==> src/design/sdram_ahb_pkg.sv <==
package sdram_ahb_pkg;

  //////////////////////////////////////////////////
  // Bus widths
  //////////////////////////////////////////////////
  localparam int HADDR_SIZE    = 32;
  localparam int HDATA_SIZE    = 32;
  localparam int HDATA_BYTES   = HDATA_SIZE / 8;
  // One SDRAM data word
  localparam int DQ_SIZE       = 16;

  //////////////////////////////////////////////////
  // Write buffer geometry
  //////////////////////////////////////////////////
  // Four AHB words, eight SDRAM words per line
  localparam int WB_LINE_SIZE  = 128;
  localparam int WB_LINE_BYTES = WB_LINE_SIZE / 8;
  localparam int WB_IDX_BITS   = 2;
  localparam int WB_OFFS_BITS  = 4;
  localparam int WB_TAG_SIZE   = HADDR_SIZE - WB_OFFS_BITS;

  // Read side and idle timer
  localparam int RDFIFO_DEPTH  = 8;
  localparam int TIMER_SIZE    = 16;
  localparam int TIMEOUT_SIZE  = 4;

  //////////////////////////////////////////////////
  // Encodings
  //////////////////////////////////////////////////
  typedef enum logic [1:0] {
    IDLE   = 2'b00,
    BUSY   = 2'b01,
    NONSEQ = 2'b10,
    SEQ    = 2'b11
  } htrans_t;

  // Only sizes up to the bus width
  typedef enum logic [2:0] {
    BYTE  = 3'b000,
    HWORD = 3'b001,
    WORD  = 3'b010
  } hsize_t;

  typedef enum logic {WR_IDLE, WR_WAIT} wr_state_t;
  typedef enum logic [1:0] {RD_IDLE, RD_REQ, RD_DATA} rd_state_t;

endpackage

==> src/design/ahb_addr_phase.sv <==
`timescale 1ns/1ps

module ahb_addr_phase (
  input  logic                                  HCLK,
  input  logic                                  HRESETn,
  input  logic                                  HSEL_i,
  input  sdram_ahb_pkg::htrans_t                HTRANS_i,
  input  sdram_ahb_pkg::hsize_t                 HSIZE_i,
  input  logic                                  HWRITE_i,
  input  logic [sdram_ahb_pkg::HADDR_SIZE -1:0] HADDR_i,
  input  logic                                  HREADY_i,
  output logic                                  addr_write_o,
  output logic                                  addr_read_o,
  output logic [sdram_ahb_pkg::WB_TAG_SIZE-1:0] addr_tag_o,
  output logic [sdram_ahb_pkg::HADDR_SIZE -1:0] addr_rdadr_o,
  output logic                                  beat_write_o,
  output logic [sdram_ahb_pkg::HDATA_BYTES-1:0] beat_be_o,
  output logic [sdram_ahb_pkg::WB_IDX_BITS-1:0] beat_idx_o,
  output logic [sdram_ahb_pkg::WB_TAG_SIZE-1:0] beat_tag_o
);
  import sdram_ahb_pkg::*;

  logic                   xfer;
  logic [HDATA_BYTES-1:0] size_mask;

  // IDLE and BUSY carry no transfer
  assign xfer         = HSEL_i & (HTRANS_i != IDLE) & (HTRANS_i != BUSY);
  assign addr_write_o = xfer &  HWRITE_i;
  assign addr_read_o  = xfer & ~HWRITE_i;
  assign addr_tag_o   = HADDR_i[HADDR_SIZE-1 -: WB_TAG_SIZE];
  // Word aligned, SDRAM returns the full word
  assign addr_rdadr_o = {HADDR_i[HADDR_SIZE-1:$clog2(HDATA_BYTES)], {$clog2(HDATA_BYTES){1'b0}}};

  // Lanes covered by the transfer size
  always_comb
  begin
    case (HSIZE_i)
      BYTE   : size_mask = {{(HDATA_BYTES-1){1'b0}}, 1'b1};
      HWORD  : size_mask = {{(HDATA_BYTES-2){1'b0}}, 2'b11};
      default: size_mask = {HDATA_BYTES{1'b1}};
    endcase
  end

  //////////////////////////////////////////////////
  // Data phase beat
  //////////////////////////////////////////////////
  always_ff @(posedge HCLK or negedge HRESETn)
    if (!HRESETn)
      beat_write_o <= 1'b0;
    else if (HREADY_i)
      beat_write_o <= addr_write_o;

  // Byte enables, line index and tag
  always_ff @(posedge HCLK)
    if (HREADY_i)
    begin
      beat_be_o  <= size_mask << HADDR_i[$clog2(HDATA_BYTES)-1:0];
      beat_idx_o <= HADDR_i[WB_OFFS_BITS-1 -: WB_IDX_BITS];
      beat_tag_o <= addr_tag_o;
    end

endmodule

==> src/design/write_buffer.sv <==
`timescale 1ns/1ps

module write_buffer (
  input  logic                                    HCLK,
  input  logic                                    HRESETn,
  input  logic [sdram_ahb_pkg::HDATA_SIZE   -1:0] HWDATA_i,
  input  logic [sdram_ahb_pkg::HDATA_BYTES  -1:0] beat_be_i,
  input  logic [sdram_ahb_pkg::WB_IDX_BITS  -1:0] beat_idx_i,
  input  logic [sdram_ahb_pkg::WB_TAG_SIZE  -1:0] beat_tag_i,
  input  logic                                    wb_we_i,
  input  logic                                    pingpong_toggle_i,
  input  logic                                    wr_accept_i,
  output logic                                    active_o,
  output logic [sdram_ahb_pkg::WB_TAG_SIZE  -1:0] tag0_o,
  output logic [sdram_ahb_pkg::WB_TAG_SIZE  -1:0] tag1_o,
  output logic                                    dirty0_o,
  output logic                                    dirty1_o,
  output logic [sdram_ahb_pkg::WB_LINE_SIZE -1:0] wrd_o,
  output logic [sdram_ahb_pkg::WB_LINE_BYTES-1:0] wrbe_o
);
  import sdram_ahb_pkg::*;

  logic [WB_LINE_SIZE -1:0] line_q [2];
  logic [WB_LINE_BYTES-1:0] be_q   [2];
  logic [WB_TAG_SIZE  -1:0] tag_q  [2];
  logic [1:0]               dirty_q;
  logic                     toggle_d;

  //////////////////////////////////////////////////
  // Line storage, merge per byte
  //////////////////////////////////////////////////
  always_ff @(posedge HCLK)
    if (wb_we_i)
    begin
      tag_q[active_o] <= beat_tag_i;
      for (int b = 0; b < HDATA_BYTES; b++)
        if (beat_be_i[b])
          line_q[active_o][beat_idx_i*HDATA_SIZE + b*8 +: 8] <= HWDATA_i[b*8 +: 8];
    end

  // Active pointer, byte enables, dirty flags
  always_ff @(posedge HCLK or negedge HRESETn)
    if (!HRESETn)
    begin
      active_o <= 1'b0;
      dirty_q  <= 2'b00;
      be_q[0]  <= '0;
      be_q[1]  <= '0;
    end
    else
    begin
      // Half becoming active starts with no lanes
      if (pingpong_toggle_i)
      begin
        active_o        <= ~active_o;
        be_q[~active_o] <= '0;
      end

      if (wb_we_i)
      begin
        be_q[active_o][beat_idx_i*HDATA_BYTES +: HDATA_BYTES] <=
          be_q[active_o][beat_idx_i*HDATA_BYTES +: HDATA_BYTES] | beat_be_i;
        dirty_q[active_o] <= 1'b1;
      end

      // Released half is clean once SDRAM takes it
      if (wr_accept_i)
        dirty_q[~active_o] <= 1'b0;
    end

  // Beat in its data phase counts as stored already
  assign dirty0_o = dirty_q[0] | (wb_we_i & ~active_o);
  assign dirty1_o = dirty_q[1] | (wb_we_i &  active_o);
  assign tag0_o   = (wb_we_i && !active_o) ? beat_tag_i : tag_q[0];
  assign tag1_o   = (wb_we_i &&  active_o) ? beat_tag_i : tag_q[1];

  //////////////////////////////////////////////////
  // Flush read-out
  //////////////////////////////////////////////////
  always_ff @(posedge HCLK or negedge HRESETn)
    if (!HRESETn)
      toggle_d <= 1'b0;
    else
      toggle_d <= pingpong_toggle_i;

  // One cycle after the swap, last beat included
  always_ff @(posedge HCLK)
    if (toggle_d)
    begin
      wrd_o  <= line_q[~active_o];
      wrbe_o <= be_q[~active_o];
    end

endmodule

==> src/design/write_flush_ctrl.sv <==
`timescale 1ns/1ps

module write_flush_ctrl (
  input  logic                                   HCLK,
  input  logic                                   HRESETn,
  input  logic                                   HREADY_i,
  input  logic                                   addr_write_i,
  input  logic                                   addr_read_i,
  input  logic [sdram_ahb_pkg::WB_TAG_SIZE -1:0] addr_tag_i,
  input  logic                                   beat_write_i,
  input  logic                                   active_i,
  input  logic [sdram_ahb_pkg::WB_TAG_SIZE -1:0] tag0_i,
  input  logic [sdram_ahb_pkg::WB_TAG_SIZE -1:0] tag1_i,
  input  logic                                   dirty0_i,
  input  logic                                   dirty1_i,
  input  logic [sdram_ahb_pkg::TIMEOUT_SIZE-1:0] wb_timeout_i,
  input  logic                                   wrrdy_i,
  input  logic                                   rd_ready_i,
  output logic                                   wb_we_o,
  output logic                                   pingpong_toggle_o,
  output logic                                   wr_accept_o,
  output logic                                   wr_pending_o,
  output logic                                   wrreq_o,
  output logic [sdram_ahb_pkg::HADDR_SIZE  -1:0] wradr_o,
  output logic                                   HREADYOUT_o
);
  import sdram_ahb_pkg::*;

  wr_state_t              wr_state, wr_nxt;
  logic                   dirty_act, dirty_oth, xfer, wr_miss, rd_hit, flush_hit;
  logic [WB_TAG_SIZE-1:0] tag_act;
  logic [TIMER_SIZE -1:0] timer_q, reload;
  logic                   expired, pend_q, toggle_d, rdy_wr;

  assign dirty_act = active_i ? dirty1_i : dirty0_i;
  assign dirty_oth = active_i ? dirty0_i : dirty1_i;
  assign tag_act   = active_i ? tag1_i   : tag0_i;

  // Beat completes when the bus is ready
  assign wb_we_o     = beat_write_i & HREADY_i;
  assign wr_accept_o = wrreq_o & wrrdy_i;

  //////////////////////////////////////////////////
  // Flush decision
  //////////////////////////////////////////////////
  assign xfer      = HREADY_i & (addr_write_i | addr_read_i);
  assign wr_miss   = addr_write_i & dirty_act & (addr_tag_i != tag_act);
  // Hit on released half already waits on wr_pending
  assign rd_hit    = addr_read_i & dirty_act & (addr_tag_i == tag_act);
  assign flush_hit = HREADY_i & (wr_miss | rd_hit);

  // Reads hold off while a flush is owed
  assign wr_pending_o = pend_q | (HREADY_i & rd_hit);

  always_comb
  begin
    wr_nxt            = wr_state;
    rdy_wr            = 1'b1;
    pingpong_toggle_o = 1'b0;
    case (wr_state)
      WR_IDLE:
        if (flush_hit || (!xfer && expired))
        begin
          if (!dirty_oth || wr_accept_o)
            pingpong_toggle_o = 1'b1;
          else if (flush_hit)
          begin
            // Other half still owed, stall the bus
            rdy_wr = 1'b0;
            wr_nxt = WR_WAIT;
          end
        end
      WR_WAIT:
      begin
        rdy_wr            = wr_accept_o;
        pingpong_toggle_o = wr_accept_o;
        if (wr_accept_o)
          wr_nxt = WR_IDLE;
      end
      default: wr_nxt = WR_IDLE;
    endcase
  end

  //////////////////////////////////////////////////
  // Idle timer
  //////////////////////////////////////////////////
  assign reload = {{(TIMER_SIZE-1){1'b0}}, 1'b1} << wb_timeout_i;

  always_ff @(posedge HCLK or negedge HRESETn)
    if (!HRESETn)
      timer_q <= '0;
    else if (!dirty_act || wb_we_o || pingpong_toggle_o)
      timer_q <= reload;
    else if (|timer_q)
      timer_q <= timer_q - 1'b1;

  // Zero timeout disables expiry
  always_ff @(posedge HCLK or negedge HRESETn)
    if (!HRESETn)
      expired <= 1'b0;
    else if (~|wb_timeout_i || pingpong_toggle_o || wb_we_o)
      expired <= 1'b0;
    else if (dirty_act && ~|timer_q)
      expired <= 1'b1;

  //////////////////////////////////////////////////
  // Request and ready registers
  //////////////////////////////////////////////////
  always_ff @(posedge HCLK or negedge HRESETn)
    if (!HRESETn)
    begin
      wr_state    <= WR_IDLE;
      pend_q      <= 1'b0;
      toggle_d    <= 1'b0;
      wrreq_o     <= 1'b0;
      HREADYOUT_o <= 1'b1;
    end
    else
    begin
      wr_state    <= wr_nxt;
      pend_q      <= pingpong_toggle_o | (pend_q & ~wr_accept_o);
      toggle_d    <= pingpong_toggle_o;
      // Extra cycle, flush data trails the swap
      wrreq_o     <= toggle_d | (wrreq_o & ~wrrdy_i);
      HREADYOUT_o <= rdy_wr & rd_ready_i;
    end

  // Line base of the half being released
  always_ff @(posedge HCLK)
    if (pingpong_toggle_o)
      wradr_o <= {tag_act, {WB_OFFS_BITS{1'b0}}};

endmodule

==> src/design/read_fifo.sv <==
`timescale 1ns/1ps

module read_fifo (
  input  logic                                            HCLK,
  input  logic                                            HRESETn,
  input  logic [sdram_ahb_pkg::DQ_SIZE-1:0]               d_i,
  input  logic                                            wr_i,
  input  logic                                            rd_i,
  output logic [sdram_ahb_pkg::DQ_SIZE-1:0]               q_o,
  output logic                                            empty_o,
  output logic [$clog2(sdram_ahb_pkg::RDFIFO_DEPTH):0]    count_o
);
  import sdram_ahb_pkg::*;

  logic [DQ_SIZE-1:0]              mem [RDFIFO_DEPTH];
  logic [$clog2(RDFIFO_DEPTH)-1:0] wp, rp;

  always_ff @(posedge HCLK)
    if (wr_i)
      mem[wp] <= d_i;

  // Pointers wrap by width
  always_ff @(posedge HCLK or negedge HRESETn)
    if (!HRESETn)
    begin
      wp      <= '0;
      rp      <= '0;
      count_o <= '0;
    end
    else
    begin
      if (wr_i)
        wp <= wp + 1'b1;
      if (rd_i)
        rp <= rp + 1'b1;
      count_o <= count_o + $bits(count_o)'(wr_i) - $bits(count_o)'(rd_i);
    end

  // Head entry, no read latency
  assign q_o     = mem[rp];
  assign empty_o = (count_o == '0);

endmodule

==> src/design/read_path.sv <==
`timescale 1ns/1ps

module read_path (
  input  logic                                 HCLK,
  input  logic                                 HRESETn,
  input  logic                                 HREADY_i,
  input  logic                                 addr_read_i,
  input  logic [sdram_ahb_pkg::HADDR_SIZE-1:0] addr_rdadr_i,
  input  logic                                 wr_pending_i,
  input  logic                                 rdrdy_i,
  input  logic [sdram_ahb_pkg::DQ_SIZE   -1:0] rdq_i,
  input  logic                                 rdqvalid_i,
  output logic                                 rdreq_o,
  output logic [sdram_ahb_pkg::HADDR_SIZE-1:0] rdadr_o,
  output logic [sdram_ahb_pkg::HDATA_SIZE-1:0] HRDATA_o,
  output logic                                 rd_ready_o
);
  import sdram_ahb_pkg::*;

  rd_state_t                     rd_state, rd_nxt;
  logic                          rdreq_set, pop, hi, empty;
  logic [DQ_SIZE-1:0]            q;
  logic [$clog2(RDFIFO_DEPTH):0] count;

  read_fifo u_fifo (
    .HCLK, .HRESETn,
    .d_i (rdq_i), .wr_i (rdqvalid_i), .rd_i (pop),
    .q_o (q), .empty_o (empty), .count_o (count)
  );

  // Both words present before the first pop
  assign pop = (rd_state == RD_DATA) && !empty && (hi || count >= 2);

  //////////////////////////////////////////////////
  // Read FSM
  //////////////////////////////////////////////////
  always_comb
  begin
    rd_nxt     = rd_state;
    rd_ready_o = 1'b0;
    rdreq_set  = 1'b0;
    case (rd_state)
      RD_IDLE:
        if (HREADY_i && addr_read_i)
        begin
          rdreq_set = ~wr_pending_i;
          rd_nxt    = wr_pending_i ? RD_REQ : RD_DATA;
        end
        else
          rd_ready_o = 1'b1;
      // Flush goes out first
      RD_REQ:
        if (!wr_pending_i)
        begin
          rdreq_set = 1'b1;
          rd_nxt    = RD_DATA;
        end
      RD_DATA:
        if (pop && hi)
        begin
          rd_ready_o = 1'b1;
          rd_nxt     = RD_IDLE;
        end
      default: rd_nxt = RD_IDLE;
    endcase
  end

  always_ff @(posedge HCLK or negedge HRESETn)
    if (!HRESETn)
    begin
      rd_state <= RD_IDLE;
      rdreq_o  <= 1'b0;
      hi       <= 1'b0;
    end
    else
    begin
      rd_state <= rd_nxt;
      rdreq_o  <= rdreq_set | (rdreq_o & ~rdrdy_i);
      if (pop)
        hi <= ~hi;
    end

  // Held from the address phase until accepted
  always_ff @(posedge HCLK)
    if (rd_state == RD_IDLE && HREADY_i && addr_read_i)
      rdadr_o <= addr_rdadr_i;

  // Low half arrives first
  always_ff @(posedge HCLK)
    if (pop)
      HRDATA_o[hi*DQ_SIZE +: DQ_SIZE] <= q;

endmodule

==> src/design/sdram_ahb_if.sv <==
`timescale 1ns/1ps

module sdram_ahb_if (
  input  logic                                    HCLK,
  input  logic                                    HRESETn,
  input  logic                                    HSEL_i,
  input  sdram_ahb_pkg::htrans_t                  HTRANS_i,
  input  sdram_ahb_pkg::hsize_t                   HSIZE_i,
  input  logic                                    HWRITE_i,
  input  logic [sdram_ahb_pkg::HADDR_SIZE   -1:0] HADDR_i,
  input  logic [sdram_ahb_pkg::HDATA_SIZE   -1:0] HWDATA_i,
  input  logic                                    HREADY_i,
  output logic [sdram_ahb_pkg::HDATA_SIZE   -1:0] HRDATA_o,
  output logic                                    HREADYOUT_o,
  input  logic [sdram_ahb_pkg::TIMEOUT_SIZE -1:0] wb_timeout_i,
  output logic                                    wrreq_o,
  input  logic                                    wrrdy_i,
  output logic [sdram_ahb_pkg::HADDR_SIZE   -1:0] wradr_o,
  output logic [sdram_ahb_pkg::WB_LINE_SIZE -1:0] wrd_o,
  output logic [sdram_ahb_pkg::WB_LINE_BYTES-1:0] wrbe_o,
  output logic                                    rdreq_o,
  input  logic                                    rdrdy_i,
  output logic [sdram_ahb_pkg::HADDR_SIZE   -1:0] rdadr_o,
  input  logic [sdram_ahb_pkg::DQ_SIZE      -1:0] rdq_i,
  input  logic                                    rdqvalid_i
);
  import sdram_ahb_pkg::*;

  // Address phase decode
  logic                   addr_write, addr_read;
  logic [WB_TAG_SIZE-1:0] addr_tag;
  logic [HADDR_SIZE -1:0] addr_rdadr;

  // Registered data phase beat
  logic                   beat_write;
  logic [HDATA_BYTES-1:0] beat_be;
  logic [WB_IDX_BITS-1:0] beat_idx;
  logic [WB_TAG_SIZE-1:0] beat_tag;

  // Write buffer state and control
  logic                   wb_we, pingpong_toggle, wr_accept, wr_pending;
  logic                   active, dirty0, dirty1;
  logic [WB_TAG_SIZE-1:0] tag0, tag1;
  logic                   rd_ready;

  ahb_addr_phase u_addr (
    .HCLK, .HRESETn, .HSEL_i, .HTRANS_i, .HSIZE_i, .HWRITE_i, .HADDR_i, .HREADY_i,
    .addr_write_o (addr_write), .addr_read_o  (addr_read),
    .addr_tag_o   (addr_tag),   .addr_rdadr_o (addr_rdadr),
    .beat_write_o (beat_write), .beat_be_o    (beat_be),
    .beat_idx_o   (beat_idx),   .beat_tag_o   (beat_tag)
  );

  write_buffer u_wbuf (
    .HCLK, .HRESETn, .HWDATA_i,
    .beat_be_i (beat_be), .beat_idx_i (beat_idx), .beat_tag_i (beat_tag),
    .wb_we_i (wb_we), .pingpong_toggle_i (pingpong_toggle), .wr_accept_i (wr_accept),
    .active_o (active), .tag0_o (tag0), .tag1_o (tag1),
    .dirty0_o (dirty0), .dirty1_o (dirty1), .wrd_o, .wrbe_o
  );

  write_flush_ctrl u_wctrl (
    .HCLK, .HRESETn, .HREADY_i,
    .addr_write_i (addr_write), .addr_read_i (addr_read), .addr_tag_i (addr_tag),
    .beat_write_i (beat_write), .active_i (active), .tag0_i (tag0), .tag1_i (tag1),
    .dirty0_i (dirty0), .dirty1_i (dirty1), .wb_timeout_i, .wrrdy_i,
    .rd_ready_i (rd_ready),
    .wb_we_o (wb_we), .pingpong_toggle_o (pingpong_toggle), .wr_accept_o (wr_accept),
    .wr_pending_o (wr_pending), .wrreq_o, .wradr_o, .HREADYOUT_o
  );

  read_path u_rpath (
    .HCLK, .HRESETn, .HREADY_i,
    .addr_read_i (addr_read), .addr_rdadr_i (addr_rdadr), .wr_pending_i (wr_pending),
    .rdrdy_i, .rdq_i, .rdqvalid_i,
    .rdreq_o, .rdadr_o, .HRDATA_o, .rd_ready_o (rd_ready)
  );

endmodule

==> config.mk <==
export PLATFORM = sky130hd
export DESIGN_NAME = sdram_ahb_if
export DESIGN_NICKNAME = d
export VERILOG_FILES = /design/src/design/sdram_ahb_pkg.sv /design/src/design/ahb_addr_phase.sv /design/src/design/write_buffer.sv /design/src/design/write_flush_ctrl.sv /design/src/design/read_fifo.sv /design/src/design/read_path.sv /design/src/design/sdram_ahb_if.sv
export SDC_FILE = /design/constraint.sdc
export NUM_CORES = 1
export LEC_CHECK = 0
export BUFFER_PORTS_ARGS = -buffer_cell sky130_fd_sc_hd__buf_2
export CAP_MARGIN = 40
export CORE_ASPECT_RATIO = 0.6
export CORE_MARGIN = 2
export CORE_UTILIZATION = 40
export CTS_BUF_LIST = sky130_fd_sc_hd__clkbuf_16
export DETAILED_ROUTE_END_ITERATION = 8
export GPL_TIMING_DRIVEN = 0
export REMOVE_ABC_BUFFERS = 1
export SLEW_MARGIN = 15
export SYNTH_ARGS = -nofsm -noshare
export SYNTH_HDL_FRONTEND = slang
export SYNTH_HIERARCHICAL = 1
export SYNTH_SLANG_ARGS = --single-unit
export TNS_END_PERCENT = 10
==> constraint.sdc <==
create_clock -name HCLK -period 7.17 [get_ports HCLK]
set_input_delay 1.434 -clock HCLK [delete_from_list [all_inputs] [get_ports HCLK]]
set_output_delay 1.434 -clock HCLK [all_outputs]
set_load 0.02 [all_outputs]
After elaboration in Yosys (flattened, before gate mapping)

Memories as Yosys holds them, arrays and structs flattened. A register that Yosys moved wholly into a read port is not among the register bits.
Cells that the tools add are included.

Memories: 3
Bits in registers: 212
Output and inout port bits: 243
RAM bits: 440

Equality and inequality tests: 9
Shifts and indexed selects: 15
Reductions and logical operators: 37
Bitwise logic cells: 427
Order comparisons: 9
Mux-type cells: 453
Add/subtract/negate cells: 14

Memories:

| name               | words | width | rd ports | clocked after Yosys merged registers in | wr ports | RTL line           | RTL |
|---|---|---|---|---|---|---|---|
| u_wbuf.line_q      | 2     | 128   | 1        | 1                                       | 1        | write_buffer.sv:23 | `logic [WB_LINE_SIZE -1:0] line_q [2];` |
| u_rpath.u_fifo.mem | 8     | 16    | 1        | 0                                       | 1        | read_fifo.sv:15    | `logic [DQ_SIZE-1:0] mem [RDFIFO_DEPTH];` |
| u_wbuf.tag_q       | 2     | 28    | 2        | 0                                       | 1        | write_buffer.sv:25 | `logic [WB_TAG_SIZE -1:0] tag_q [2];` |

Operators with widths:

| operator                                               | count |
|---|---|
| 2-to-1 mux 128 bit                                     | 4 |
| variable shift 8 x 34 -> 128 bit, first input constant | 4 |
| variable part select 8 x 34 -> 128 bit                 | 4 |
| 2-to-1 mux 1 bit                                       | 415 |
| OR 1 bit                                               | 392 |
| 2-to-1 mux 16 bit                                      | 10 |
| negator 32 -> 34 bit                                   | 3 |
| 2-to-1 mux 28 bit                                      | 3 |
| bitwise mux 32 bit                                     | 2 |
| 2-to-1 mux 32 bit                                      | 2 |
| negator 4 -> 34 bit                                    | 1 |
| negator 5 -> 34 bit                                    | 1 |
| negator 7 -> 34 bit                                    | 1 |
| variable shift 16 x 34 -> 32 bit, first input constant | 1 |
| variable shift 4 x 34 -> 16 bit, first input constant  | 1 |
| variable part select 16 x 34 -> 32 bit                 | 1 |
| variable part select 4 x 34 -> 16 bit                  | 1 |
| AND 32 bit                                             | 1 |
| demux 16 bit (select 1 bit)                            | 2 |
| NOT 32 bit                                             | 1 |
| equality test 28 bit                                   | 1 |
| inequality test 28 bit                                 | 1 |
| AND 1 bit                                              | 19 |
| adder 7 x 5 -> 8 bit, second input constant            | 2 |
| other kinds (39)                                       | 91 |

Longest topological paths before layout

Gate-level depths: netlist (run 1).

Depth in word-level cells: 14
Depth in mapped cells: 19
Gate-level depth less buffers: 15

By module

Netlist (run 1), hierarchy kept.

By module, submodules not included:

| module           | area an instance (µm²) | seq. area each (µm²) | times used | cells each |
|---|---|---|---|---|
| write_buffer     | 19409.9                | 14594.0              | 1          | 1160 |
| read_fifo        | 5459.0                 | 4093.9               | 1          | 238 |
| write_flush_ctrl | 2964.1                 | 1392.6               | 1          | 269 |
| read_path        | 2352.3                 | 2021.9               | 1          | 122 |
| ahb_addr_phase   | 1570.3                 | 1046.0               | 1          | 108 |

Least setup slack after synthesis (run 1)

Ideal clock, no wire load.

Path type: in2reg
From: input port HREADY_i
To: register u_wbuf/be_q[22] (netlist name)
Stages: 17
Data arrival time: 6.790 ns
Required time: 7.030 ns
Buffers on the path: 3
Path slack: 0.240 ns
Path through: nand2_1 inv_1 buf_2 nand2_1 inv_1 buf_2 nand2_1 nand2_1 mux2_2 xor2_1 or4_1 or4b_4 a31oi_1 nand2_1 clkbuf_1 nand3_1 o211ai_1

Word-level cells in the longest chain between the ends: 14

Ends and longest elaborated chain:

| what                                                           | RTL line                                       | RTL |
|---|---|---|
| start: declaration                                             | sdram_ahb_if.sv:12                             | `input logic HREADY_i,` |
| AND 1 bit *                                                    | write_flush_ctrl.sv:40                         | `assign wb_we_o = beat_write_i & HREADY_i;` |
| via wb_we                                                      | sdram_ahb_if.sv:41                             | `logic wb_we, pingpong_toggle, wr_accept, wr_pending;` |
| logical AND 1 bit *                                            | write_buffer.sv:75                             | `assign tag1_o = (wb_we_i && active_o) ? beat_tag_i : tag_q[1];` |
| 2-to-1 mux 28 bit *                                            | write_buffer.sv:75                             |  |
| via tag1[19]                                                   | sdram_ahb_if.sv:43                             | `logic [WB_TAG_SIZE-1:0] tag0, tag1;` |
| 2-to-1 mux 28 bit *                                            | write_flush_ctrl.sv:37                         | `assign tag_act = active_i ? tag1_i : tag0_i;` |
| via u_wctrl.tag_act[19]                                        | write_flush_ctrl.sv:31                         | `logic [WB_TAG_SIZE-1:0] tag_act;` |
| inequality test 28 bit or equality test 28 bit (tied branches) | write_flush_ctrl.sv:47, write_flush_ctrl.sv:49 |  |
| [... 2 more ...]                                               | --                                             |  |
| AND 1 bit *                                                    | write_flush_ctrl.sv:50                         | `assign flush_hit = HREADY_i & (wr_miss \| rd_hit);` |
| logical OR 1 bit *                                             | write_flush_ctrl.sv:62                         | `if (flush_hit \|\| (!xfer && expired))` |
| 2-to-1 mux 1 bit *                                             | write_flush_ctrl.sv:62                         |  |
| case mux 1 bit (2 select lines) *                              | write_flush_ctrl.sv:60                         | `case (wr_state)` |
| via pingpong_toggle                                            | sdram_ahb_if.sv:41                             |  |
| 2-to-1 mux 32 bit *                                            | write_buffer.sv:53                             | `if (pingpong_toggle_i)` |
| bitwise mux 32 bit                                             | write_buffer.sv:61                             | `be_q[active_o][beat_idx_i*HDATA_BYTES +: HDATA_BYTES] <=` |
| 2-to-1 mux 32 bit *                                            | write_buffer.sv:59                             | `if (wb_we_i)` |
| end signal: indexed assignment                                 | write_buffer.sv:61                             |  |
| end: declaration                                               | write_buffer.sv:24                             | `logic [WB_LINE_BYTES-1:0] be_q [2];` |

Mark *: on every way through the listed nets, which the timed path passes. The rest lies on a longest branch.
A chain may end at the register's enable or synchronous reset.

Worst setup path after layout (run 1)

From: input port HREADY_i
To: register u_wbuf/be_q[19] (netlist name)

Word-level cells in the longest chain between the ends: 14

Ends and longest elaborated chain:

| what                                                           | RTL line                                       | RTL |
|---|---|---|
| AND 1 bit *                                                    | write_flush_ctrl.sv:40                         |  |
| via wb_we                                                      | sdram_ahb_if.sv:41                             |  |
| logical AND 1 bit *                                            | write_buffer.sv:74                             | `assign tag0_o = (wb_we_i && !active_o) ? beat_tag_i : tag_q[0];` |
| 2-to-1 mux 28 bit *                                            | write_buffer.sv:74                             |  |
| via tag0[26]                                                   | sdram_ahb_if.sv:43                             |  |
| 2-to-1 mux 28 bit *                                            | write_flush_ctrl.sv:37                         |  |
| via u_wctrl.tag_act[26]                                        | write_flush_ctrl.sv:31                         |  |
| inequality test 28 bit or equality test 28 bit (tied branches) | write_flush_ctrl.sv:47, write_flush_ctrl.sv:49 |  |
| [... 2 more ...]                                               | --                                             |  |
| AND 1 bit *                                                    | write_flush_ctrl.sv:50                         |  |
| logical OR 1 bit *                                             | write_flush_ctrl.sv:62                         |  |
| 2-to-1 mux 1 bit *                                             | write_flush_ctrl.sv:62                         |  |
| case mux 1 bit (2 select lines) *                              | write_flush_ctrl.sv:60                         |  |
| via pingpong_toggle                                            | sdram_ahb_if.sv:41                             |  |
| 2-to-1 mux 32 bit *                                            | write_buffer.sv:53                             |  |
| bitwise mux 32 bit                                             | write_buffer.sv:61                             |  |
| 2-to-1 mux 32 bit *                                            | write_buffer.sv:59                             |  |

Marked as above.

==> results of run 1 <==
==> per-stage QoR <==
stage / hold slack, ps / power [µW] / util, %
4_1_cts: 451 / 10900 / 47.5
3_5_place_dp: 426 / 6840 / 44.3
2_1_floorplan: 404 / 6320 / -
5_1_grt: 473 / 11200 / 47.5
3_3_place_gp: 412 / 6700 / 43.4
6_report: 441 / 10800 / 47.5
==> cell families after synthesis <==
family,share of synthesized area (%)
flops,72.9
simple gates,8.77
mux,11.1
buf+inv,3.14
compound gates,2.16
xor+xnor,1.27
fa+ha+maj,0.615
other cells,0.0236
==> cell type report <==
class	instances	area, µm²
Fill cell	6678	41000
Clock buffer	78	1950
Timing Repair Buffer	374	2310
Tap cell	1053	1320
Antenna cell	3	7.51
Multi-Input combinational cell	950	7680
Inverter	35	139
Clock inverter	62	547
Sequential cell	783	23200
==> path summary, 6_finish.rpt <==
check	startpoint	end	slack (ps)	depth (start not counted)
min in group asynchronous	HRESETn	u_wbuf/be_q[16]	750	1
hold / removal	u_wctrl/toggle_d	u_wctrl/wrreq_o	440	1
hold reg to reg	u_wctrl/toggle_d	u_wctrl/wrreq_o	440	1
max in group asynchronous	HRESETn	u_wctrl/HREADYOUT_o	5750	2
setup reg to reg	u_addr/beat_write_o	u_wbuf/be_q[19]	1370	15
setup / recovery	HREADY_i	u_wbuf/be_q[19]	190	17
==> cell usage in the layout (no fill, tap or decap), types with 6 or more instances in the layout <==
cell type  Yosys  routed
clkbuf_16      0      78
clkinv_1       1      19
buf_2         34     335
inv_1         32      46
nor4_1        13      13
nor3_1        14      11
nand3b_1       7       7
nor2_2         0       7
bufinv_16      0       9
nand2_1      142     141
mux4_1        25      25
dfrtp_1       72      68
nand4_1       35      35
mux4_2        11      11
o211ai_1      36      36
buf_4         69      10
o21ai_0        7       7
mux2i_1       12      12
ha_1          14      14
nor2b_1       22      22
nand3_1       42      42
mux2_2       210     210
conb_1         2       6
a21oi_1        8       8
buf_6          7      10
xor2_1        29      29
mux2_4         6       6
and3_1        13      13
nor2_1        72      65
nand2b_1      15      14
xnor2_1       17      17
edfxtp_1     710     710
and2_1       131     131
o22ai_1       12      12
buf_16         0      12
clkinv_2       0      11
==> state kept, by name, indices dropped and copies added, names as in the netlist, 2 cells and up <==
register / count
u_rpath/u_fifo/wp: 3
u_rpath/rdadr_o: 32
u_wbuf/tag_q: 56
u_rpath/HRDATA_o: 32
u_addr/beat_idx_o: 2
u_rpath/u_fifo/rp: 3
u_addr/beat_be_o: 4
u_wbuf/be_q: 32
u_rpath/rd_state: 2
u_wbuf/dirty_q: 2
u_wbuf/wrd_o: 128
u_addr/beat_tag_o: 28
u_wctrl/wradr_o: 28
u_wbuf/wrbe_o: 16
u_rpath/u_fifo/count_o: 4
u_wbuf/line_q: 256
u_rpath/u_fifo/mem: 128
u_wctrl/timer_q: 16
==> power by group <==
part	total, µW	internal, µW	switching [µW]
logic	1280	608	672
registers	5450	5260	190
clock network	4040	2310	1730
total	10800	8180	2590
==> metal layers <==
layer / vias to the layer above / global-route usage, % / wire, µm
li1: 7776 / - / -
met1: 8795 / 25.8 / 34000
met2: 477 / 25.4 / 32200
met3: 102 / 5.56 / 5340
met4: 6 / 3.96 / 1250
met5: - / 0 / 36
==> timing repair <==
| action | 4_1_cts | 5_1_grt |
|---|---|---|
| hold buffers | 0 | 0 |
| endpoints found under the setup margin | 0 | 32 |
| buffers inserted | 0 | 0 |
| resized for setup | 0 | 2 |
==> flow_metrics.py, run 1 <==
metrics = {
    "run_status": {
        "status": "completed",
    },
    "cts": {
        "cts_sinks": 783,
        "cts-buffers-inserted": 76,
        "cts_tree": "yes",
        "clockRootBuffer": "clkbuf_16",
        "clkTransAtPathRegs_ps": 70,
        "clockBufferDepth": 3,
        "clk_latency_ps": 650,
        "htreeDepth": 3,
    },
    "power": {
        "p_per_area_mw_per_mm2": 290,
        "p_leak_uw": 0.0144,
        "ir_drop_v": 0.000226,
    },
    "place": {
        "place_area_mm2": 0.0346,
        "dp.cells": 3193,
        "numPortBuffers": 334,
        "globalplace.congestion": 0.805,
        "dp_slack_ps": -476,
        "hpwlAfterDp_mm": 50.1,
    },
    "floorplanning": {
        "rows": 79,
        "die_h_um": 222,
        "start_util_pct": 40.7,
        "ios": 340,
        "core-area_mm2": 0.0781,
        "die_area_mm2": 0.0817,
        "die_x_um": 368,
    },
    "global_route": {
        "grt_overflow": 0,
        "grt_pass1_wl_mm": 108,
        "first_global_vias": 17200,
        "antenna_found_initial": 6,
        "grt_max_degree": 56,
        "track_usage_pct": 17.6,
    },
    "logic_synthesis": {
        "seq_area_frac_synth_pct": 72.9,
        "synth_top_area_cell": "edfxtp_1",
        "syn_inst": 1897,
        "synth_common_cells": "edfxtp_1, mux2_2, nand2_1, and2_1",
        "synth.distinct_cells": 70,
        "synth_flop_cell": "edfxtp_1",
        "ys_seq_elements": 783,
        "synthArstFlopShare_pct": 9.32,
        "yosysTopAreaCellShare_pct": 67.1,
        "synth_area_mm2": 0.0318,
        "synth.area.top_cells": "edfxtp_1, mux2_2, dfrtp_1",
        "synth_edf_count": 710,
        "synth_most_common_cell": "edfxtp_1",
        "synth_warnings": 6,
        "syn_avg_cell_area_um2": 16.7,
    },
    "route": {
        "initialDrtViolationCount": 1520,
        "drc": 0,
        "viasPerCell": 5.14,
        "first_pass_iters": 6,
        "wl_per_cell_um": 21.8,
        "vias": 17200,
        "wl_mm": 72.9,
        "ant_nets": 0,
    },
    "cells_and_area": {
        "area_growth_pct": 16.9,
        "final_nets": 2332,
        "final_cells": 3338,
        "drive_above_1_share_pct": 32.8,
        "fin_area_mm2": 0.0371,
    },
    "worst_setup_path": {
        "startpoint_type": "input pin",
        "worstSetupEndpointType": "register",
        "cp.required_ps": 7730,
        "cpLargestDelayFamily": "simple AND/OR/NAND/NOR gates",
        "cp_max_fo": 33,
        "cp.arrival_ps": 7540,
        "cp_cell_sequence": "buf_2 > buf_12 > nand2_1 > inv_1 > nand2_2 > inv_6 > buf_12 > mux2_2 > mux2_2 > xor2_1 > nor4_1 > nand3_1 > o211ai_1 > a31oi_4 > nand2_1 > nand3_1 > o211ai_1",
        "cpPeakStageDelay_ps": 710,
        "path_buf_inv": 5,
        "criticalPathCategory": "input pin to register",
        "crit_path_top_delay_cell": "nor4_1",
    },
    "sta": {
        "fmax_mhz": 143,
        "finalClockSkew_ps": 24.8,
        "hold_violations": 0,
        "slew-limit-headroom_pct": 43.5,
        "min_period_over_period_pct": 97.4,
        "finalSetupViolations": 0,
        "period_minus_slack_ps": 6980,
        "drv_slew": 0,
        "rsz0062_at_grt": "false",
        "layout_setup_ws_ps": 188,
        "setup_tns_ps": 0,
        "tightestPinTransition_ps": 844,
    },
    "run": {
        "cap_violations": 0,
    },
    "hold_path": {
        "worst_hold_path_type": "register to register",
    },
}
Power figures use the tool's default switching activity.
==> inputs of run 2 (changes only) <==
--- a/config.mk
+++ b/config.mk
@@ -7,7 +7,6 @@
 export LEC_CHECK = 0
 export BUFFER_PORTS_ARGS = -buffer_cell sky130_fd_sc_hd__buf_2
 export CAP_MARGIN = 40
-export CORE_ASPECT_RATIO = 0.6
 export CORE_MARGIN = 2
 export CORE_UTILIZATION = 40
 export CTS_BUF_LIST = sky130_fd_sc_hd__clkbuf_16
@@ -17,6 +16,5 @@
 export SLEW_MARGIN = 15
 export SYNTH_ARGS = -nofsm -noshare
 export SYNTH_HDL_FRONTEND = slang
-export SYNTH_HIERARCHICAL = 1
 export SYNTH_SLANG_ARGS = --single-unit
 export TNS_END_PERCENT = 10
==> run 2 against run 1 <==
Against the previous run: worst hold slack improved by 35 ps; cell area decreased by 0.66%; synthesized area decreased by 2.9%; flip-flop and latch count shrank 3; critical endpoint is now u_wctrl.wradr_o[5]; largest power group unchanged.
==> flow_metrics.py, run 2 <==
metrics = {
    "cells_and_area": {
        "area_growth_pct": 19.6,
        "final_nets": 2297,
        "largestRegisters": "u_wbuf.line_q x256, u_rpath.u_fifo.mem x128, u_wbuf.wrd_o x128",
        "drive_above_1_share_pct": 32.1,
        "largest_reg_flops": 256,
        "mostFrequentLayoutCells": "edfxtp_1, buf_2, mux2_2",
        "regMostFlops": "u_wbuf.line_q",
        "final_util_pct": 48.5,
        "n_fill_cell": 6552,
        "final_cells": 3283,
        "final_common_cell": "edfxtp_1",
    },
    "sta": {
        "fmax_mhz": 210,
        "drv_slew": 0,
        "slew-limit-headroom_pct": 43.4,
        "tightestPinTransition_ps": 844,
        "period_minus_slack_ps": 4750,
        "hold_violations": 0,
        "min_period_over_period_pct": 66.3,
        "finalClockSkew_ps": 20.9,
        "finalSetupViolations": 0,
        "layout_setup_ws_ps": 2420,
        "rsz0062_at_grt": "false",
    },
    "cts": {
        "clockRootBuffer": "clkbuf_16",
        "hold_buffers": 0,
        "cts_setup_buffers": 0,
        "ctsResizeCount": 0,
        "clkTransAtPathRegs_ps": 60,
        "cts-buffers-inserted": 83,
        "cts_tree": "yes",
        "htreeDepth": 3,
        "cts_sinks": 780,
        "clockBufferDepth": 3,
        "clk_latency_ps": 630,
    },
    "hold_path": {
        "worst_hold_path_type": "register to register",
        "hold_depth": 0,
        "whs_endpoint": "u_wbuf.tag_q[0][20]",
        "hold_start": "u_addr.beat_tag_o[20]",
    },
    "run_status": {
        "status": "completed",
    },
    "logic_synthesis": {
        "synth.area.top_cells": "edfxtp_1, dfrtp_1, mux2_2",
        "synth_warnings": 0,
        "synth_common_cells": "edfxtp_1, mux2_2, and3_1, nor2_1, nand2_1",
        "seq_area_frac_synth_pct": 74.8,
        "synth_area_mm2": 0.0308,
        "synth.distinct_cells": 50,
        "synth_top_area_cell": "edfxtp_1",
        "syn_avg_cell_area_um2": 17.0,
        "synth_edf_count": 708,
        "yosysTopAreaCellShare_pct": 68.9,
        "ys_seq_elements": 780,
        "syn_inst": 1813,
        "synthArstFlopShare_pct": 9.23,
        "synth_most_common_cell": "edfxtp_1",
        "synth_flop_cell": "edfxtp_1",
    },
    "worst_setup_path": {
        "path_common_cell": "buf_16",
        "startpoint_type": "input pin",
        "crit_path_top_delay_cell": "a21boi_4",
        "cp.required_ps": 7500,
        "crit-reg2reg-capture": "u_wctrl.timer_q[12]",
        "criticalPathCategory": "input pin to register",
        "crit_cells": 11,
        "worstSetupEndpointType": "register",
        "path_buf_inv": 4,
        "cpPeakStageDelay_ps": 650,
        "cp_max_fo": 67,
        "cp.arrival_ps": 5080,
        "timing.rr.start": "u_wbuf.active_o",
        "cpLargestDelayFamily": "simple AND/OR/NAND/NOR gates",
        "cp_cell_sequence": "buf_4 > buf_16 > and2_2 > buf_12 > nand2_1 > a211oi_1 > nand4_1 > nor4_1 > mux2i_1 > a21boi_4 > buf_16",
        "rr_worst_depth": 9,
        "timing.reg2reg.setup_slack_ps": 3110,
    },
    "place": {
        "hpwlAfterDp_mm": 45.8,
        "numPortBuffers": 332,
        "dp_slack_ps": 1730,
        "dp.cells": 3126,
        "globalplace.congestion": 0.777,
    },
    "floorplanning": {
        "core-area_mm2": 0.0761,
        "ios": 340,
        "start_util_pct": 40.5,
        "rows": 101,
        "die_h_um": 282,
        "die_x_um": 282,
        "die_area_mm2": 0.0793,
    },
    "run": {
        "cap_violations": 0,
    },
    "global_route": {
        "grt_overflow": 0,
        "antenna_found_initial": 4,
        "grt_max_degree": 68,
        "first_global_vias": 17500,
        "grt_pass1_wl_mm": 104,
        "track_usage_pct": 17.3,
    },
    "route": {
        "wl_per_cell_um": 21.0,
        "vias": 16800,
        "wl_mm": 68.9,
        "viasPerCell": 5.11,
        "drc": 0,
        "first_pass_iters": 5,
        "initialDrtViolationCount": 1225,
        "ant_nets": 0,
    },
    "power": {
        "p_per_area_mw_per_mm2": 364,
        "ir_drop_v": 0.000239,
        "p_leak_uw": 0.0140,
    },
}
## run 2: changes by cell type after synthesis, sizes merged, moves of 19 or more
| cell | before | now |
|---|---|---|
| nand2 | 143 | 83 |
| and3 | 13 | 109 |
| o211ai | 36 | 1 |
| a21oi | 9 | 31 |
| nand3 | 42 | 23 |
| nor2 | 72 | 101 |
| a211oi | 1 | 57 |
| clkbuf | 22 | 66 |
| mux2 | 217 | 147 |
| and2 | 131 | 41 |
| mux2i | 15 | 73 |
| nand4 | 35 | 5 |
| buf | 111 | 36 |
## run 2: logic make-up (layout without fill, tap and decap cells)
family	after synthesis	in the layout	synth area share [%]
buffers and inverters	120	552	1.68
muxes	260	260	10.7
DFF	780	780	74.8
adders and majority gates	17	17	0.714
AOI/OAI and AO/OA	154	154	3.57
xor gates and xnor gates	35	35	0.994
and+or+nand+nor	446	446	7.58
other	1	9	0.0122
## run 2: area by class of cell
class | instances | area, µm² | share of cell area [%]
inverter | 18 | 67.6 | 0.183
antenna | 3 | 7.51 | 0.0204
tap | 1030 | 1290 | 3.50
sequential | 780 | 23100 | 62.6
clock inverter | 67 | 480 | 1.30
multi-input combinational | 918 | 7390 | 20.0
clock buffer | 85 | 2130 | 5.77
timing repair buffer | 382 | 2430 | 6.59
## run 2: per-layer routing
| layer | vias to the layer above | global-route usage (%) | wire length, µm |
|---|---|---|---|
| li1 | 7704 | - | - |
| met4 | 4 | 6.00 | 1690 |
| met2 | 407 | 29.5 | 35000 |
| met1 | 8557 | 22.3 | 28600 |
| met5 | - | 0 | 27 |
| met3 | 111 | 3.20 | 3520 |
## run 2: report_power, final
group	internal, µW	switching [µW]
clock	2340	1740
sequential	5740	442
combinational	1330	1820
## run 2: how the worst max path moves through the flow
stage	startpoint	to	slack, ps
after global routing	HREADY_i	u_wctrl.wradr_o[4]	2050
after detailed placement	HREADY_i	u_wctrl.wradr_o[20]	1730
after global placement	u_wbuf.active_o	u_wbuf.line_q[0][33]	-8450
final	HREADY_i	u_wctrl.wradr_o[5]	2420
after CTS	HREADY_i	u_wctrl.wradr_o[7]	2410
after floorplan	u_wbuf.active_o	u_wbuf.active_o	-1150
## run 2: through the flow
step                      total power [µW]  setup TNS (ps)  instance area, µm²  hold WS (ps)
after global routing                 14000               0               36900           508
after floorplan                       8350          -93750               30400           446
after global placement                9450        -1839150               33400           451
after CTS                            13600               0               36800           478
final                                13400               0               36900           476
after detailed placement              9480               0               34200           463
